[src/hw/axi_lite_pkg.sv]
// AXI4-Lite bus types
// Channel structs as seen from the slave and the internal write
// commit and read service commands
package axi_lite_pkg;

  localparam int unsigned AXI_ADDR_W = 32;
  localparam int unsigned AXI_DATA_W = 64;
  localparam int unsigned AXI_STRB_W = AXI_DATA_W / 8;
  localparam logic [1:0]  RESP_OKAY  = 2'b00;

  // Master driven signals
  typedef struct packed {
    logic [AXI_ADDR_W-1:0] awaddr;
    logic                  awvalid;
    logic [AXI_DATA_W-1:0] wdata;
    logic [AXI_STRB_W-1:0] wstrb;
    logic                  wvalid;
    logic                  bready;
    logic [AXI_ADDR_W-1:0] araddr;
    logic                  arvalid;
    logic                  rready;
  } axi_lite_req_t;

  // Slave driven signals
  typedef struct packed {
    logic                  awready;
    logic                  wready;
    logic                  bvalid;
    logic [1:0]            bresp;
    logic                  arready;
    logic                  rvalid;
    logic [AXI_DATA_W-1:0] rdata;
    logic [1:0]            rresp;
  } axi_lite_resp_t;

  typedef struct packed {
    logic                  valid;  // One cycle per write
    logic [AXI_ADDR_W-1:0] addr;
    logic [AXI_DATA_W-1:0] data;
    logic [AXI_STRB_W-1:0] strb;
  } cfg_wr_t;

  typedef struct packed {
    logic [AXI_ADDR_W-1:0] addr;
    logic                  done;   // R handshake
  } cfg_rd_t;

endpackage

[src/hw/axi_lite_slave.sv]
// AXI4-Lite slave for the RAB configuration space
// Accepts AW and W independently, commits one write when both are in
// and serves one read at a time with data from the register side
module axi_lite_slave (
  input  logic                                Clk_CI,
  input  logic                                Rst_RBI,
  input  axi_lite_pkg::axi_lite_req_t         axi_req_i,
  output axi_lite_pkg::axi_lite_resp_t        axi_resp_o,
  output axi_lite_pkg::cfg_wr_t               cfg_wr_o,
  output axi_lite_pkg::cfg_rd_t               cfg_rd_o,
  input  logic [axi_lite_pkg::AXI_DATA_W-1:0] rdata_i
);
  import axi_lite_pkg::*;

  logic                  aw_done_q;
  logic                  w_done_q;
  logic                  b_run_q;   // Commit issued, B pending
  logic                  ar_done_q;
  logic [AXI_ADDR_W-1:0] aw_addr_q;
  logic [AXI_DATA_W-1:0] w_data_q;
  logic [AXI_STRB_W-1:0] w_strb_q;
  logic [AXI_ADDR_W-1:0] ar_addr_q;

  logic aw_hs;
  logic w_hs;
  logic b_hs;
  logic ar_hs;
  logic r_hs;
  logic wr_both;

  // Ready is simply the channel not holding a transfer
  assign aw_hs   = axi_req_i.awvalid & ~aw_done_q;
  assign w_hs    = axi_req_i.wvalid & ~w_done_q;
  assign wr_both = aw_done_q & w_done_q;
  assign b_hs    = wr_both & axi_req_i.bready;
  assign ar_hs   = axi_req_i.arvalid & ~ar_done_q;
  assign r_hs    = ar_done_q & axi_req_i.rready;

  always_ff @(posedge Clk_CI or negedge Rst_RBI)
  begin
    if (!Rst_RBI)
    begin
      aw_done_q <= 1'b0;
      w_done_q  <= 1'b0;
      b_run_q   <= 1'b0;
      ar_done_q <= 1'b0;
    end
    else
    begin
      if (aw_hs)
        aw_done_q <= 1'b1;
      else if (b_hs)
        aw_done_q <= 1'b0;

      if (w_hs)
        w_done_q <= 1'b1;
      else if (b_hs)
        w_done_q <= 1'b0;

      b_run_q <= wr_both & ~b_hs;  // Edge detect for the commit

      if (ar_hs)
        ar_done_q <= 1'b1;
      else if (r_hs)
        ar_done_q <= 1'b0;
    end
  end

  // Captured payload
  always_ff @(posedge Clk_CI)
  begin
    if (aw_hs)
      aw_addr_q <= axi_req_i.awaddr;
    if (w_hs)
    begin
      w_data_q <= axi_req_i.wdata;
      w_strb_q <= axi_req_i.wstrb;
    end
    if (ar_hs)
      ar_addr_q <= axi_req_i.araddr;
  end

  assign cfg_wr_o.valid = wr_both & ~b_run_q;
  assign cfg_wr_o.addr  = aw_addr_q;
  assign cfg_wr_o.data  = w_data_q;
  assign cfg_wr_o.strb  = w_strb_q;

  assign cfg_rd_o.addr  = ar_addr_q;
  assign cfg_rd_o.done  = r_hs;

  assign axi_resp_o.awready = ~aw_done_q;
  assign axi_resp_o.wready  = ~w_done_q;
  assign axi_resp_o.bvalid  = wr_both;
  assign axi_resp_o.bresp   = RESP_OKAY;
  assign axi_resp_o.arready = ~ar_done_q;
  assign axi_resp_o.rvalid  = ar_done_q;
  assign axi_resp_o.rdata   = rdata_i;
  assign axi_resp_o.rresp   = RESP_OKAY;

  // Responses are held until the master takes them
  assert property (@(posedge Clk_CI) disable iff (!Rst_RBI)
    axi_resp_o.bvalid && !axi_req_i.bready |=> axi_resp_o.bvalid)
    else $error("bvalid dropped before bready");

  assert property (@(posedge Clk_CI) disable iff (!Rst_RBI)
    axi_resp_o.rvalid && !axi_req_i.rready |=> axi_resp_o.rvalid)
    else $error("rvalid dropped before rready");

endmodule

[config.mk]
export PLATFORM = sky130hd
export DESIGN_NAME = axi_lite_slave
export DESIGN_NICKNAME = d
export VERILOG_FILES = /design/src/hw/axi_lite_pkg.sv /design/src/hw/axi_lite_slave.sv
export SDC_FILE = /design/constraint.sdc
export NUM_CORES = 1
export LEC_CHECK = 0
export BUFFER_PORTS_ARGS = -buffer_cell sky130_fd_sc_hd__buf_4
export CORE_AREA = 2 2 163 165
export CTS_CLUSTER_SIZE = 14
export DETAILED_ROUTE_END_ITERATION = 10
export DIE_AREA = 0 0 165 167
export GPL_ROUTABILITY_DRIVEN = 0
export HOLD_SLACK_MARGIN = 0.12
export PLACE_DENSITY_LB_ADDON = 0.08
export SETUP_SLACK_MARGIN = 0.4
export SLEW_MARGIN = 20
export SYNTH_ARGS = -nofsm -noshare
export SYNTH_HDL_FRONTEND = slang
export SYNTH_SLANG_ARGS = --single-unit
[constraint.sdc]
create_clock -name Clk_CI -period 2.82 [get_ports Clk_CI]
set_clock_uncertainty 0.15 [all_clocks]
set_input_delay 0.564 -clock Clk_CI [delete_from_list [all_inputs] [get_ports Clk_CI]]
set_output_delay 0.564 -clock Clk_CI [all_outputs]
set_load 0.1 [all_outputs]
==> impl_metrics.xml <==
<?xml version="1.0" encoding="UTF-8"?>
<metrics>
  <group name="cells_and_area">
    <metric name="n_antenna_cell" unit="">0</metric>
    <metric name="utilization_after_layout" unit="%">29.0</metric>
    <metric name="fillCellCount" unit="">2623</metric>
    <metric name="layout_cells_sized_above_1" unit="%">67.2</metric>
    <metric name="finish.net_count" unit="">674</metric>
    <metric name="fin_area" unit="µm²">7470</metric>
    <metric name="syn_to_final_growth" unit="%">55.5</metric>
  </group>
  <group name="sta">
    <metric name="grt_setup_unrepaired" unit="">no</metric>
    <metric name="finalSetupTns" unit="ps">0</metric>
    <metric name="timing_max_transition_violations_final" unit="">0</metric>
    <metric name="final_critical_path_setup_slack" unit="ps">774</metric>
    <metric name="slew_margin_rel" unit="%">50.6</metric>
    <metric name="timing_worst_slew_pin_value" unit="ps">741</metric>
    <metric name="setup_violations" unit="">0</metric>
    <metric name="min_period_over_period" unit="%">72.6</metric>
    <metric name="max_freq" unit="MHz">489</metric>
    <metric name="hold_viol" unit="">0</metric>
    <metric name="min_tclk_post_route" unit="ps">2050</metric>
  </group>
  <group name="die">
    <metric name="floorplan.rows" unit="">59</metric>
    <metric name="fp.dieH" unit="µm">167</metric>
    <metric name="die-width" unit="µm">165</metric>
    <metric name="starting_utilization_of_the_core_area" unit="%">18.7</metric>
    <metric name="num_io_pins" unit="">418</metric>
    <metric name="die_area" unit="µm²">27600</metric>
    <metric name="placeableCoreArea" unit="µm²">25800</metric>
  </group>
  <group name="cts">
    <metric name="clock_net_sink_count" unit="">140</metric>
    <metric name="cts-htree-levels" unit="">4</metric>
    <metric name="cts_setup_buffers" unit="">0</metric>
    <metric name="cts_inserted_buffers" unit="">17</metric>
    <metric name="cts_tree" unit="">yes</metric>
    <metric name="clk_latency" unit="ps">410</metric>
    <metric name="clock_tree.root_cell" unit="">clkbuf_16</metric>
    <metric name="cts.repair.resized" unit="">0</metric>
    <metric name="cts_max_path_buffers" unit="">2</metric>
    <metric name="clk_transition_reported_paths" unit="ps">70</metric>
  </group>
  <group name="pwr">
    <metric name="p_clk_share" unit="%">30.0</metric>
    <metric name="p_leak" unit="nW">3.06</metric>
    <metric name="p_seq_share" unit="%">35.7</metric>
    <metric name="power.ir.vdd_worst" unit="µV">326</metric>
    <metric name="sw_frac_of_total" unit="%">41.6</metric>
    <metric name="combinationalPowerShare" unit="%">34.3</metric>
    <metric name="internal_power" unit="W">0.00439</metric>
    <metric name="net-switching-power" unit="W">0.00313</metric>
    <metric name="pwr_density_cell" unit="nW/µm²">1010</metric>
  </group>
  <group name="synth">
    <metric name="ys_types" unit="">13</metric>
    <metric name="synth-seq-cells" unit="">140</metric>
    <metric name="syn_avg_cell_area" unit="µm²">21.1</metric>
    <metric name="synth_seq_area_share" unit="%">87.1</metric>
    <metric name="yosys_warnings" unit="">0</metric>
    <metric name="netlist_area" unit="µm²">4810</metric>
    <metric name="post_synth_inst_count" unit="">228</metric>
  </group>
  <group name="place">
    <metric name="buffer_ports.inserted" unit="">285</metric>
    <metric name="placed_area" unit="µm²">6880</metric>
    <metric name="dp_worst_setup_slack" unit="ps">964</metric>
    <metric name="hpwl" unit="mm">10.8</metric>
  </group>
  <group name="grt">
    <metric name="grt_max_degree" unit="">73</metric>
    <metric name="antenna_violations_before_repair" unit="">0</metric>
    <metric name="grt_overflow_total" unit="">0</metric>
    <metric name="grt.total_usage" unit="%">9.88</metric>
    <metric name="grt_pass1_vias" unit="">3007</metric>
    <metric name="grt_first_pass_wirelength" unit="mm">19.0</metric>
  </group>
  <group name="routing">
    <metric name="route.detailed.drc" unit="">0</metric>
    <metric name="route.detailed.vias_per_inst" unit="">3.40</metric>
    <metric name="violation_count_after_the_first_detailed_route_iteration" unit="">168</metric>
    <metric name="wire_per_inst" unit="µm">17.2</metric>
    <metric name="postRouteWirelength" unit="mm">14.0</metric>
    <metric name="via_count" unit="">2769</metric>
    <metric name="antenna_violating_nets_post_route" unit="">0</metric>
    <metric name="dr.pass1.iters" unit="">4</metric>
  </group>
  <group name="worst_setup_path">
    <metric name="end_kind" unit="">output port</metric>
    <metric name="cp_data_arrival_time" unit="ps">1330</metric>
    <metric name="cp.required" unit="ps">2110</metric>
    <metric name="worstPathMaxFanout" unit="">5</metric>
    <metric name="critical_path.startpoint_type" unit="">flip-flop</metric>
    <metric name="worstSetupPathType" unit="">reg2out</metric>
  </group>
  <group name="run_status">
    <metric name="run_status" unit="">finished, final reports clean</metric>
  </group>
  <group name="run">
    <metric name="cap_violations" unit="">0</metric>
  </group>
  <group name="worst_hold_path">
    <metric name="worstHoldPathType" unit="">in2reg</metric>
  </group>
</metrics>
[critical path: stages, from the launching register on]
cell     delay (ps)
dfrtp_1         450
and2_4          180
buf_4           280
[power groups by stage]
stage                     logic (W)  clock network [W]  registers, W
final                       0.00258            0.00226       0.00268
after global routing        0.00265            0.00243       0.00271
after CTS                   0.00260            0.00234       0.00269
after detailed placement    0.00260                  0       0.00273
after global placement      0.00260                  0       0.00273
after floorplan            0.000865                  0       0.00429
[path summary, 6_finish.rpt]
kind | startpoint | slack, ps | depth (start not counted) | end
worst max-delay path | ar_done_q | 770 | 2 | cfg_rd_o[0]
worst min-delay path | axi_req_i[34] | 160 | 2 | b_run_q
worst max register to register | aw_done_q | 1150 | 1 | aw_addr_q[13]
worst min register to register | w_done_q | 400 | 1 | w_done_q
max in group asynchronous | Rst_RBI | 2050 | 2 | aw_done_q
min in group asynchronous | Rst_RBI | 350 | 2 | ar_done_q
[registers in the layout, summed over array words and instances (netlist names)]
register   cells
aw_done_q      1
w_strb_q       8
w_done_q       1
b_run_q        1
w_data_q      64
ar_addr_q     32
ar_done_q      1
aw_addr_q     32
[metal layers]
metal	share of wire [%]	track usage (%)	vias up
li1	-	-	1240
met1	32	9.11	1271
met2	49	16.3	227
met3	16	6.97	31
met4	2.8	4.69	0
met5	0	0	-
[per-stage QoR]
stage	hold slack (ps)	total power [W]	instances
2_1_floorplan	118	0.00516	231
3_3_place_gp	235	0.00533	782
3_5_place_dp	234	0.00533	782
4_1_cts	135	0.00763	814
5_1_grt	137	0.00779	814
6_report	161	0.00751	814
[synthesized netlist by cell type]
| cell | n | area share (%) |
|---|---|---|
| and2_4 | 1 | 0.18 |
| and2b_1 | 1 | 0.16 |
| and2b_2 | 1 | 0.18 |
| buf_4 | 71 | 11 |
| conb_1 | 1 | 0.078 |
| dfrtp_1 | 4 | 2.1 |
| edfxtp_1 | 136 | 85 |
| inv_1 | 4 | 0.31 |
| nand2_1 | 1 | 0.078 |
| nand3_1 | 1 | 0.10 |
| nor2_1 | 4 | 0.31 |
| nor2b_1 | 1 | 0.13 |
| o21a_1 | 2 | 0.31 |
[logic make-up after synthesis]
family / synth area share, %
compound gates: 0.312
buf+inv: 11.4
flops: 87.1
other cells: 0.0780
simple gates: 1.15
[cells in the final DEF (no fill, tap or decap)]
cell type / Yosys / routed
buf_4: 71 / 286
clkbuf_1: 0 / 1
clkinvlp_4: 0 / 2
inv_8: 0 / 1
nor2_2: 0 / 1
conb_1: 1 / 4
inv_1: 4 / 4
nor2_1: 4 / 3
clkbuf_16: 0 / 17
clkinv_2: 0 / 1
dfrtp_1: 4 / 4
dlygate4sd3_1: 0 / 1
bufinv_16: 0 / 2
o21a_1: 2 / 2
clkinv_4: 0 / 1
and2_4: 1 / 1
and2b_2: 1 / 2
buf_12: 0 / 1
edfxtp_1: 136 / 136
inv_6: 0 / 6
nor2b_4: 0 / 1
nand3_1: 1 / 1
nand2_1: 1 / 1
[cell type report]
class / count / area [µm²] / share of cell area, %
clock buffer: 18 / 429 / 5.74
clock inverter: 13 / 153 / 2.04
inverter: 4 / 15.0 / 0.201
multi-input combinational: 16 / 96.3 / 1.29
sequential: 140 / 4180 / 56.0
tap: 335 / 419 / 5.61
timing repair buffer: 288 / 2180 / 29.1
[repair_timing]
item | 4_1_cts | 5_1_grt
hold buffers | 1 | 0
endpoints found under the hold margin | 4 | 0
setup endpoints to repair | 0 | 0
No activity file was read; power rests on OpenSTA's default activity.
