--- src/hw/axi_lite_pkg.sv ---
// AXI4-Lite bus types
// Channel structs as seen from the slave and the internal write
// commit and read service commands
package axi_lite_pkg;

  localparam int unsigned AXI_ADDR_W = 32;
  localparam int unsigned AXI_DATA_W = 64;
  localparam int unsigned AXI_STRB_W = AXI_DATA_W / 8;
  localparam logic [1:0]  RESP_OKAY  = 2'b00;

  // Master driven signals
  typedef struct packed {
    logic [AXI_ADDR_W-1:0] awaddr;
    logic                  awvalid;
    logic [AXI_DATA_W-1:0] wdata;
    logic [AXI_STRB_W-1:0] wstrb;
    logic                  wvalid;
    logic                  bready;
    logic [AXI_ADDR_W-1:0] araddr;
    logic                  arvalid;
    logic                  rready;
  } axi_lite_req_t;

  // Slave driven signals
  typedef struct packed {
    logic                  awready;
    logic                  wready;
    logic                  bvalid;
    logic [1:0]            bresp;
    logic                  arready;
    logic                  rvalid;
    logic [AXI_DATA_W-1:0] rdata;
    logic [1:0]            rresp;
  } axi_lite_resp_t;

  typedef struct packed {
    logic                  valid;  // One cycle per write
    logic [AXI_ADDR_W-1:0] addr;
    logic [AXI_DATA_W-1:0] data;
    logic [AXI_STRB_W-1:0] strb;
  } cfg_wr_t;

  typedef struct packed {
    logic [AXI_ADDR_W-1:0] addr;
    logic                  done;   // R handshake
  } cfg_rd_t;

endpackage

--- src/hw/rab_cfg_pkg.sv ---
// RAB configuration constants
// Register map of the L1 slice file, miss FIFO sizes and the word
// layout shared by the register file and its users
package rab_cfg_pkg;

  localparam int unsigned N_REGS          = 32;
  localparam int unsigned ADDR_LSB        = 3;     // 64-bit registers
  localparam int unsigned REG_IDX_W       = 5;
  localparam int unsigned L1_AMAP_SIZE    = 'h100;
  localparam int unsigned ADDR_W_VIRT     = 32;
  localparam int unsigned ADDR_W_PHYS     = 40;
  localparam int unsigned N_FLAGS         = 4;
  localparam int unsigned MISS_ID_W       = 10;
  localparam int unsigned MISS_FIFO_DEPTH = 16;
  localparam int unsigned MISS_FIFO_PTR_W = $clog2(MISS_FIFO_DEPTH);
  localparam int unsigned MH_ADDR_WIN     = 'h0;   // Miss address FIFO
  localparam int unsigned MH_ID_WIN       = 'h8;   // Miss ID FIFO

  typedef logic [REG_IDX_W-1:0] reg_idx_t;

  // Word kind within a slice, low two index bits
  typedef enum logic [1:0] {
    VIRT  = 2'b00,
    PHYS  = 2'b10,
    FLAGS = 2'b11
  } slot_kind_e;

  // One slice word, decoded by the kind of its slot
  typedef union packed {
    struct packed {
      logic [63-ADDR_W_VIRT:0] rsvd;
      logic [ADDR_W_VIRT-1:0]  va;
    } virt;
    struct packed {
      logic [63-ADDR_W_PHYS:0] rsvd;
      logic [ADDR_W_PHYS-1:0]  pa;
    } phys;
    struct packed {
      logic [63-N_FLAGS:0]     rsvd;
      logic [N_FLAGS-1:0]      val;
    } flags;
  } l1_word_u;

  // Indices 0 and 1 both hold the virtual address
  function automatic slot_kind_e slot_kind(input logic [1:0] idx_lo);
    if (!idx_lo[1])
      return VIRT;
    else if (!idx_lo[0])
      return PHYS;
    else
      return FLAGS;
  endfunction

endpackage

--- src/hw/miss_fifo.sv ---
// Miss entry FIFO
// Synchronous circular buffer with a count; pushes into a full
// buffer are dropped
module miss_fifo #(
  parameter int unsigned WIDTH = rab_cfg_pkg::ADDR_W_VIRT
) (
  input  logic             Clk_CI,
  input  logic             Rst_RBI,
  input  logic             push_i,
  input  logic [WIDTH-1:0] data_i,
  input  logic             pop_i,
  output logic [WIDTH-1:0] data_o,
  output logic             empty_o,
  output logic             full_o
);
  import rab_cfg_pkg::*;

  logic [WIDTH-1:0]           mem_q [MISS_FIFO_DEPTH];
  logic [MISS_FIFO_PTR_W-1:0] wr_ptr_q;
  logic [MISS_FIFO_PTR_W-1:0] rd_ptr_q;
  logic [MISS_FIFO_PTR_W:0]   count_q;
  logic                       do_push;
  logic                       do_pop;

  assign empty_o = (count_q == '0);
  assign full_o  = (count_q == MISS_FIFO_DEPTH);
  assign do_push = push_i & ~full_o;
  assign do_pop  = pop_i & ~empty_o;
  assign data_o  = mem_q[rd_ptr_q];  // Head entry

  always_ff @(posedge Clk_CI or negedge Rst_RBI)
  begin
    if (!Rst_RBI)
    begin
      wr_ptr_q <= '0;
      rd_ptr_q <= '0;
      count_q  <= '0;
    end
    else
    begin
      if (do_push)
        wr_ptr_q <= (wr_ptr_q == MISS_FIFO_DEPTH - 1) ? '0 : wr_ptr_q + 1'b1;
      if (do_pop)
        rd_ptr_q <= (rd_ptr_q == MISS_FIFO_DEPTH - 1) ? '0 : rd_ptr_q + 1'b1;
      if (do_push && !do_pop)
        count_q <= count_q + 1'b1;
      else if (do_pop && !do_push)
        count_q <= count_q - 1'b1;
    end
  end

  always_ff @(posedge Clk_CI)
  begin
    if (do_push)
      mem_q[wr_ptr_q] <= data_i;
  end

  // The handler only pops a FIFO it has seen non-empty
  assert property (@(posedge Clk_CI) disable iff (!Rst_RBI)
    pop_i |-> !empty_o)
    else $error("pop from an empty miss FIFO");

endmodule

--- src/hw/miss_handler.sv ---
// Miss handler
// Two FIFOs for miss addresses and miss IDs, filled by hardware misses
// or software writes and drained by reads of their windows
module miss_handler (
  input  logic                                  Clk_CI,
  input  logic                                  Rst_RBI,
  input  logic                                  miss_i,
  input  logic [rab_cfg_pkg::ADDR_W_VIRT-1:0]   miss_addr_i,
  input  logic [rab_cfg_pkg::MISS_ID_W-1:0]     miss_id_i,
  input  axi_lite_pkg::cfg_wr_t                 cfg_wr_i,
  input  axi_lite_pkg::cfg_rd_t                 cfg_rd_i,
  input  logic [axi_lite_pkg::AXI_DATA_W-1:0]   cfg_word_i,
  output logic [axi_lite_pkg::AXI_DATA_W-1:0]   rdata_o,
  output logic                                  mh_full_o
);
  import rab_cfg_pkg::*;
  import axi_lite_pkg::*;

  logic                   addr_push;
  logic [ADDR_W_VIRT-1:0] addr_din;
  logic                   addr_pop;
  logic [ADDR_W_VIRT-1:0] addr_dout;
  logic                   addr_empty;
  logic                   addr_full;
  logic                   id_push;
  logic [MISS_ID_W-1:0]   id_din;
  logic                   id_pop;
  logic [MISS_ID_W-1:0]   id_dout;
  logic                   id_empty;
  logic                   id_full;
  logic                   rd_addr_win;
  logic                   rd_id_win;

  // Hardware miss wins, a software push in the same cycle is lost
  assign addr_push = miss_i | (cfg_wr_i.valid && cfg_wr_i.addr == MH_ADDR_WIN);
  assign addr_din  = miss_i ? miss_addr_i : cfg_wr_i.data[ADDR_W_VIRT-1:0];
  assign id_push   = miss_i | (cfg_wr_i.valid && cfg_wr_i.addr == MH_ID_WIN);
  assign id_din    = miss_i ? miss_id_i : cfg_wr_i.data[MISS_ID_W-1:0];

  assign mh_full_o = (addr_push & addr_full) | (id_push & id_full);

  assign rd_addr_win = (cfg_rd_i.addr == MH_ADDR_WIN);
  assign rd_id_win   = (cfg_rd_i.addr == MH_ID_WIN);
  assign addr_pop    = cfg_rd_i.done & rd_addr_win & ~addr_empty;
  assign id_pop      = cfg_rd_i.done & rd_id_win & ~id_empty;

  always_comb
  begin
    rdata_o = cfg_word_i;              // L1 readback by default
    if (rd_addr_win)
    begin
      rdata_o                   = '0;
      rdata_o[AXI_DATA_W-1]     = addr_empty;
      rdata_o[ADDR_W_VIRT-1:0]  = addr_dout;
    end
    else if (rd_id_win)
    begin
      rdata_o                   = '0;
      rdata_o[AXI_DATA_W-1]     = id_empty;
      rdata_o[MISS_ID_W-1:0]    = id_dout;
    end
  end

  miss_fifo #(.WIDTH(ADDR_W_VIRT)) fifo_addr (
    .Clk_CI  (Clk_CI),
    .Rst_RBI (Rst_RBI),
    .push_i  (addr_push),
    .data_i  (addr_din),
    .pop_i   (addr_pop),
    .data_o  (addr_dout),
    .empty_o (addr_empty),
    .full_o  (addr_full)
  );

  miss_fifo #(.WIDTH(MISS_ID_W)) fifo_id (
    .Clk_CI  (Clk_CI),
    .Rst_RBI (Rst_RBI),
    .push_i  (id_push),
    .data_i  (id_din),
    .pop_i   (id_pop),
    .data_o  (id_dout),
    .empty_o (id_empty),
    .full_o  (id_full)
  );

endmodule

--- config.mk ---
export PLATFORM = sky130hd
export DESIGN_NAME = miss_handler
export DESIGN_NICKNAME = d
export VERILOG_FILES = /design/src/hw/axi_lite_pkg.sv /design/src/hw/rab_cfg_pkg.sv /design/src/hw/miss_fifo.sv /design/src/hw/miss_handler.sv
export SDC_FILE = /design/constraint.sdc
export NUM_CORES = 1
export LEC_CHECK = 0
export ABC_AREA = 1
export BUFFER_PORTS_ARGS = -buffer_cell sky130_fd_sc_hd__buf_2
export CAP_MARGIN = 20
export CORE_MARGIN = 8
export CORE_UTILIZATION = 54
export DETAILED_ROUTE_END_ITERATION = 10
export PLACE_DENSITY = 0.77
export SLEW_MARGIN = 20
export SYNTH_ARGS = -nofsm -noshare
export SYNTH_HDL_FRONTEND = slang
export SYNTH_HIERARCHICAL = 1
export SYNTH_SLANG_ARGS = --single-unit
--- constraint.sdc ---
create_clock -name Clk_CI -period 2.7 [get_ports Clk_CI]
set_clock_uncertainty 0.1 [all_clocks]
set_input_delay 0.27 -clock Clk_CI [delete_from_list [all_inputs] [get_ports Clk_CI]]
set_output_delay 0.27 -clock Clk_CI [all_outputs]
set_load 0.05 [all_outputs]
==> results.json, run 1 <==
{
  "outcome": "complete, but fails checks",
  "violations": "negative setup slack",
  "fillers": 3978,
  "setup_violations": 32,
  "slowest_delay_ns": 0.51,
  "place_ws_ns": -0.09088,
  "initial_core_util_pct": 54.57,
  "path_clk_slew_ns": 0.06,
  "min_from": "cfg_rd_i[0]",
  "numCtsBuffers": 71,
  "worstPathMaxFanout": 10,
  "worstReg2RegStart": "fifo_id/count_q[3]",
  "grt_remaining_overflow": 0,
  "post-route-period-util_pct": 105.9,
  "fp.dieH_um": 262.7,
  "area_growth_syn_to_layout_pct": 23.79,
  "layout_common_cells": "nand2_1, inv_1, edfxtp_1",
  "htree_levels": 3,
  "numPortBuffers": 271,
  "tightest_slew_ns": 0.7986,
  "dpl_cell_area_um2": 35850,
  "synth_edf_count": 672,
  "clk_latency_ns": 0.61,
  "synth_cell_types": 28,
  "ys_seq_elements": 698,
  "cp-start-kind": "register",
  "routed_via_density": 5.425,
  "multi_input_area_um2": 9246,
  "drive_above_1_share_pct": 19.58,
  "place.gp.congestion": 0.8761,
  "grt_max_degree": 59,
  "cp_data_required_time_ns": 2.33,
  "slew_headroom_pct": 46.63,
  "ys_warn_count": 6,
  "maxCapViolCount": 0,
  "synth.yosys.seq_area_share_pct": 63.36,
  "drc": 0,
  "cts_tree": "built",
  "final-seq-area_um2": 20840,
  "path_cells": "buf_12 > buf_16 > buf_12 > nand2_2 > nand3_2 > nand2_2 > nand2_2 > nand2_1 > inv_1 > nand2_1 > nand2_1 > nand2_1 > buf_6",
  "layout_setup_ws_ns": -0.1586,
  "syn_inst": 3573,
  "ys_async_sr_fraction_pct": 3.725,
  "core_area_um2": 60250,
  "cellLeakagePower_nw": 18.86,
  "drt_iter0_markers": 3069,
  "period_minus_slack_ns": 2.859,
  "cts_sinks": 698,
  "antenna_cells": 0,
  "cp_slowest_cell": "dfrtp_4",
  "grt_first_pass_wirelength_um": 136400,
  "syn_nets": 3842,
  "min_path_cells": 6,
  "die_w_um": 262.7,
  "synth_area_um2": 32870,
  "crit_top_cell": "nand2_1",
  "hold_viol_final": 0,
  "finalMaxSlewViolations": 0,
  "fin_nets": 4220,
  "arrival_ns": 2.49,
  "rsz0062_at_grt": "yes",
  "cts_buffer_depth": 3,
  "grt_usage_pct": 25.20,
  "stdcell_area_um2": 40690,
  "r2r_slack_ns": 0.14,
  "reg2reg_to": "fifo_id/count_q[4]",
  "dp_hpwl_um": 52320,
  "vias": 25966,
  "wl_um": 95350,
  "rows": 90,
  "grt_pass1_vias": 24638,
  "first_pass_iters": 6,
  "r2r_cells": 16,
  "crit_type": "reg2out",
  "ir_drop_mv": 0.5584,
  "ant_nets": 0,
  "min-delay-path-class": "in2reg",
  "root_buffer": "clkbuf_16",
  "min_to": "fifo_id/rd_ptr_q[3]",
  "cp-end-kind": "primary output",
  "final_common_cell": "nand2_1",
  "fmax_mhz": 349.8,
  "grt_antenna_before_repair": 0,
  "die-area_um2": 69030,
  "power_density_nw_per_um2": 649.4,
  "avgRoutedWirePerCell_um": 19.92,
  "boundaryPins": 312,
  "synth-main-ff-cell": "edfxtp_1",
  "postSynthAreaPerCell_um2": 9.201
}
-- what timing repair did --
action / 4_1_cts / 5_1_grt
hold buffers: 1 / 0
pin swaps: 43 / 66
buffers inserted: 18 / 12
endpoints found under the hold margin: 26 / 0
cloned: 18 / 24
endpoints found under the setup margin: 32 / 36
gates resized for setup: 188 / 167
-- state kept, by name, indices dropped and copies added, names as in the netlist --
signal / flops
fifo_addr/wr_ptr_q: 4
fifo_id/count_q: 5
fifo_addr/count_q: 5
fifo_id/wr_ptr_q: 4
fifo_addr/rd_ptr_q: 4
fifo_addr/mem_q: 512
fifo_id/mem_q: 160
fifo_id/rd_ptr_q: 4
-- worst max path at each step --
stage	start	to	slack (ns)	cells after the start
after detailed placement	cfg_rd_i[4]	fifo_addr/count_q[4]	-0.09	16
final	fifo_addr/rd_ptr_q[0]	rdata_o[10]	-0.16	13
after global routing	fifo_addr/rd_ptr_q[0]	rdata_o[13]	-0.27	11
after global placement	cfg_rd_i[4]	fifo_addr/count_q[4]	-0.04	16
after CTS	fifo_addr/rd_ptr_q[0]	rdata_o[31]	-0.11	13
after floorplan	cfg_wr_i[73]	fifo_addr/mem_q[0][0]	-0.35	9
-- cells in the mapped netlist (6+ instances only) --
master	instances	area share [%]
buf_1	7	0.080
xor2_1	6	0.16
dfrtp_1	26	2.0
ha_1	20	0.76
buf_6	9	0.31
inv_2	7	0.080
buf_4	39	0.89
edfxtp_1	672	61
inv_1	711	8.1
clkbuf_1	31	0.35
o21ai_0	19	0.29
buf_2	72	1.1
nand3_1	482	7.3
nand2_1	1333	15
nor2_1	111	1.3
-- layer usage --
metal  track usage (%)  up-vias  share of wire, %
met1             31.14    12044                36
met2             43.24     1669                49
met4             10.70        2               4.2
li1                  -    11941                 -
met3             4.696      310                11
met5                 0        -             0.026
-- stage by stage --
stage                     utilization [%]   TNS, ns  std cells  total power [W]  hold slack [ns]
after global routing                67.55    -6.573       4786          0.02724           0.1712
after floorplan                         -   -162.36       3573          0.01528          -0.1256
after CTS                           65.46    -2.579       4750          0.02628           0.1298
after detailed placement            59.51   -0.1575       4587          0.01669           0.2498
after global placement              59.51  -0.04208       4587          0.01656           0.2511
final                               67.55    -3.725       4786          0.02643           0.1476
-- report_power, final --
group          leakage, nW  switching, W  internal [W]
Combinational         11.4       0.00234       0.00107
Sequential            6.41      0.000331        0.0130
Clock                 1.10       0.00416       0.00556
Total                 18.9       0.00684        0.0196
-- cells by family after synthesis --
family,count (synthesis),synth area share [%]
AOI/OAI and AO/OA,25,0.3806
DFF,698,63.36
and+or+nand+nor,1938,24.11
adders and majority gates,22,0.8830
buffers and inverters,879,10.97
xor gates and xnor gates,11,0.2931
-- cell type report --
cell class | instances | share of cell area, %
Clock buffer | 87 | 4.615
Timing Repair Buffer | 458 | 11.12
Sequential cell | 698 | 51.21
Multi-Input combinational cell | 1996 | 22.72
Tap cell | 782 | 2.404
Timing Repair inverter | 5 | 0.1630
Clock inverter | 39 | 0.9777
Inverter | 721 | 6.780
-- critical path: cells and delay by family, from the launching register on --
family        cells  cell delay [ns]
buf+inv           5             0.70
simple gates      8             0.62
flops             1             0.51
(Power assumes the default switching activity.)
==> inputs of run 2 (changes only) <==
Settings changed: CORE_MARGIN 8 to 4.
==> run 2 against run 1 <==
Compared with the run above: the run still ends with negative setup slack left; hold slack better by 0.043 ns; maximum frequency up 0.78%; register-to-register slack better by 0.04 ns; wire length down 4.2%; design area down 1.7%; die area down 6.0%; combinational power down 3%; critical path type unchanged; largest power group unchanged.
==> results.json, run 2 (synthesized netlist as in run 1, its figures left out) <==
{
  "avgRoutedWirePerCell_um": 19.24,
  "largestRegisters": "fifo_addr/mem_q: 512 flops, fifo_id/mem_q: 160 flops",
  "grt_antenna_before_repair": 0,
  "routed_via_density": 5.393,
  "slew_headroom_pct": 46.93,
  "cp_data_required_time_ns": 2.33,
  "grt_usage_pct": 26.79,
  "path_clk_slew_ns": 0.06,
  "htree_levels": 3,
  "timing.hold.ws_ns": 0.1906,
  "core_area_um2": 60360,
  "maxCapViolCount": 0,
  "hold_viol_final": 0,
  "final_common_cell": "nand2_1",
  "drt_iter0_markers": 2989,
  "crit_buf_inv": 6,
  "cp_slowest_cell": "dfrtp_2",
  "power_density_nw_per_um2": 647.7,
  "finalPower_w": 0.02590,
  "wl_um": 91390,
  "antenna_cells": 0,
  "drive_above_1_share_pct": 18.70,
  "slowest_delay_ns": 0.44,
  "area_growth_syn_to_layout_pct": 21.64,
  "cp-start-kind": "register",
  "place_ws_ns": 0.007962,
  "final-seq-area_um2": 20840,
  "grt_max_degree": 72,
  "root_buffer": "clkbuf_16",
  "first_pass_iters": 8,
  "path_cells": "clkinv_4 > buf_12 > buf_16 > nand2_1 > nand3_2 > nand2_2 > nand2_2 > nand2_1 > inv_1 > nand2_1 > inv_1 > nand3_2 > nand3_2 > nand2_2 > buf_8",
  "ir_drop_mv": 0.5958,
  "ant_nets": 0,
  "layout_common_cells": "nand2_1, inv_1, edfxtp_1",
  "grt_remaining_overflow": 0,
  "cellLeakagePower_nw": 18.48,
  "fmax_mhz": 352.5,
  "boundaryPins": 312,
  "fin_nets": 4183,
  "finalMaxSlewViolations": 0,
  "min-delay-path-class": "in2reg",
  "stdcell_area_um2": 39990,
  "period_minus_slack_ns": 2.837,
  "die_w_um": 254.7,
  "outcome": "complete, but fails checks",
  "multi_input_area_um2": 9196,
  "layout_setup_ws_ns": -0.1366,
  "cp_top_family": "simple AND/OR/NAND/NOR gates",
  "rsz0062_at_grt": "yes",
  "violations": "negative setup slack",
  "fp.dieH_um": 254.7,
  "cts_sinks": 698,
  "crit_type": "reg2out",
  "drc": 0,
  "post-route-period-util_pct": 105.1,
  "place.gp.congestion": 0.8459,
  "vias": 25618,
  "clk_latency_ns": 0.61,
  "setup_violations": 32,
  "tightest_slew_ns": 0.7960,
  "initial_core_util_pct": 54.47,
  "numCtsBuffers": 70,
  "worstPathMaxFanout": 6,
  "numPortBuffers": 271,
  "rows": 90,
  "regMostFlops": "fifo_addr/mem_q",
  "grt_pass1_vias": 24113,
  "grt_first_pass_wirelength_um": 132200,
  "largest_reg_flops": 512,
  "dp_hpwl_um": 48500,
  "arrival_ns": 2.47,
  "cts_buffer_depth": 3,
  "dpl_cell_area_um2": 35740,
  "die-area_um2": 64890,
  "fillers": 4200,
  "cp-end-kind": "primary output",
  "cts_tree": "built"
}
## run 2: routing by layer
metal,global-route usage (%),vias up,wire length [µm]
met5,0,-,0
met3,4.620,256,10400
li1,-,11861,-
met1,33.87,11860,32850
met2,46.05,1641,44760
met4,11.30,0,3374
## run 2: layout make-up
| cell class | count | share of cell area, % |
|---|---|---|
| tap | 782 | 2.447 |
| clock buffer | 87 | 4.647 |
| inverter | 721 | 6.899 |
| timing repair buffer | 422 | 9.910 |
| multi-input combinational | 1996 | 23.00 |
| clock inverter | 39 | 0.7697 |
| sequential | 698 | 52.13 |
| timing repair inverter | 5 | 0.2034 |
## run 2: worst paths after layout
| check | start | end | slack [ns] | depth (start not counted) |
|---|---|---|---|---|
| min | cfg_rd_i[0] | fifo_id/rd_ptr_q[3] | 0.19 | 6 |
| min reg2reg | fifo_id/count_q[0] | fifo_id/count_q[0] | 0.41 | 1 |
| max | fifo_id/rd_ptr_q[0] | rdata_o[6] | -0.14 | 15 |
| max in group asynchronous | Rst_RBI | fifo_addr/rd_ptr_q[0] | 1.68 | 2 |
| min in group asynchronous | Rst_RBI | fifo_addr/rd_ptr_q[1] | 0.23 | 2 |
| max reg2reg | fifo_id/count_q[1] | fifo_id/count_q[4] | 0.18 | 16 |
## run 2: power by group
| group | internal, W | switching [W] |
|---|---|---|
| logic | 0.00101 | 0.00229 |
| clock network | 0.00528 | 0.00404 |
| registers | 0.0130 | 0.000313 |
| total | 0.0193 | 0.00664 |
## run 2: metrics by stage
step                      instances  setup TNS (ns)  utilization (%)
after detailed placement       4575               0            59.21
after global placement         4575               0            59.21
after global routing           4750          -5.168            66.25
after CTS                      4739          -1.526            64.90
after floorplan                3573         -162.36                -
final                          4750          -2.077            66.25
## run 2: worst min-delay path, stage by stage
cell	delay (ns)
buf_2	0.11
inv_1	0.09
nor2_1	0.06
nand2_1	0.08
buf_4	0.17
o21ai_1	0.08
## run 2: repair_timing
item | 4_1_cts | 5_1_grt
setup buffers | 16 | 1
gates resized for setup | 170 | 187
pin swaps | 24 | 89
cloned | 21 | 13
endpoints found under the setup margin | 33 | 36
endpoints found under the hold margin | 26 | 0
hold buffers | 1 | 0
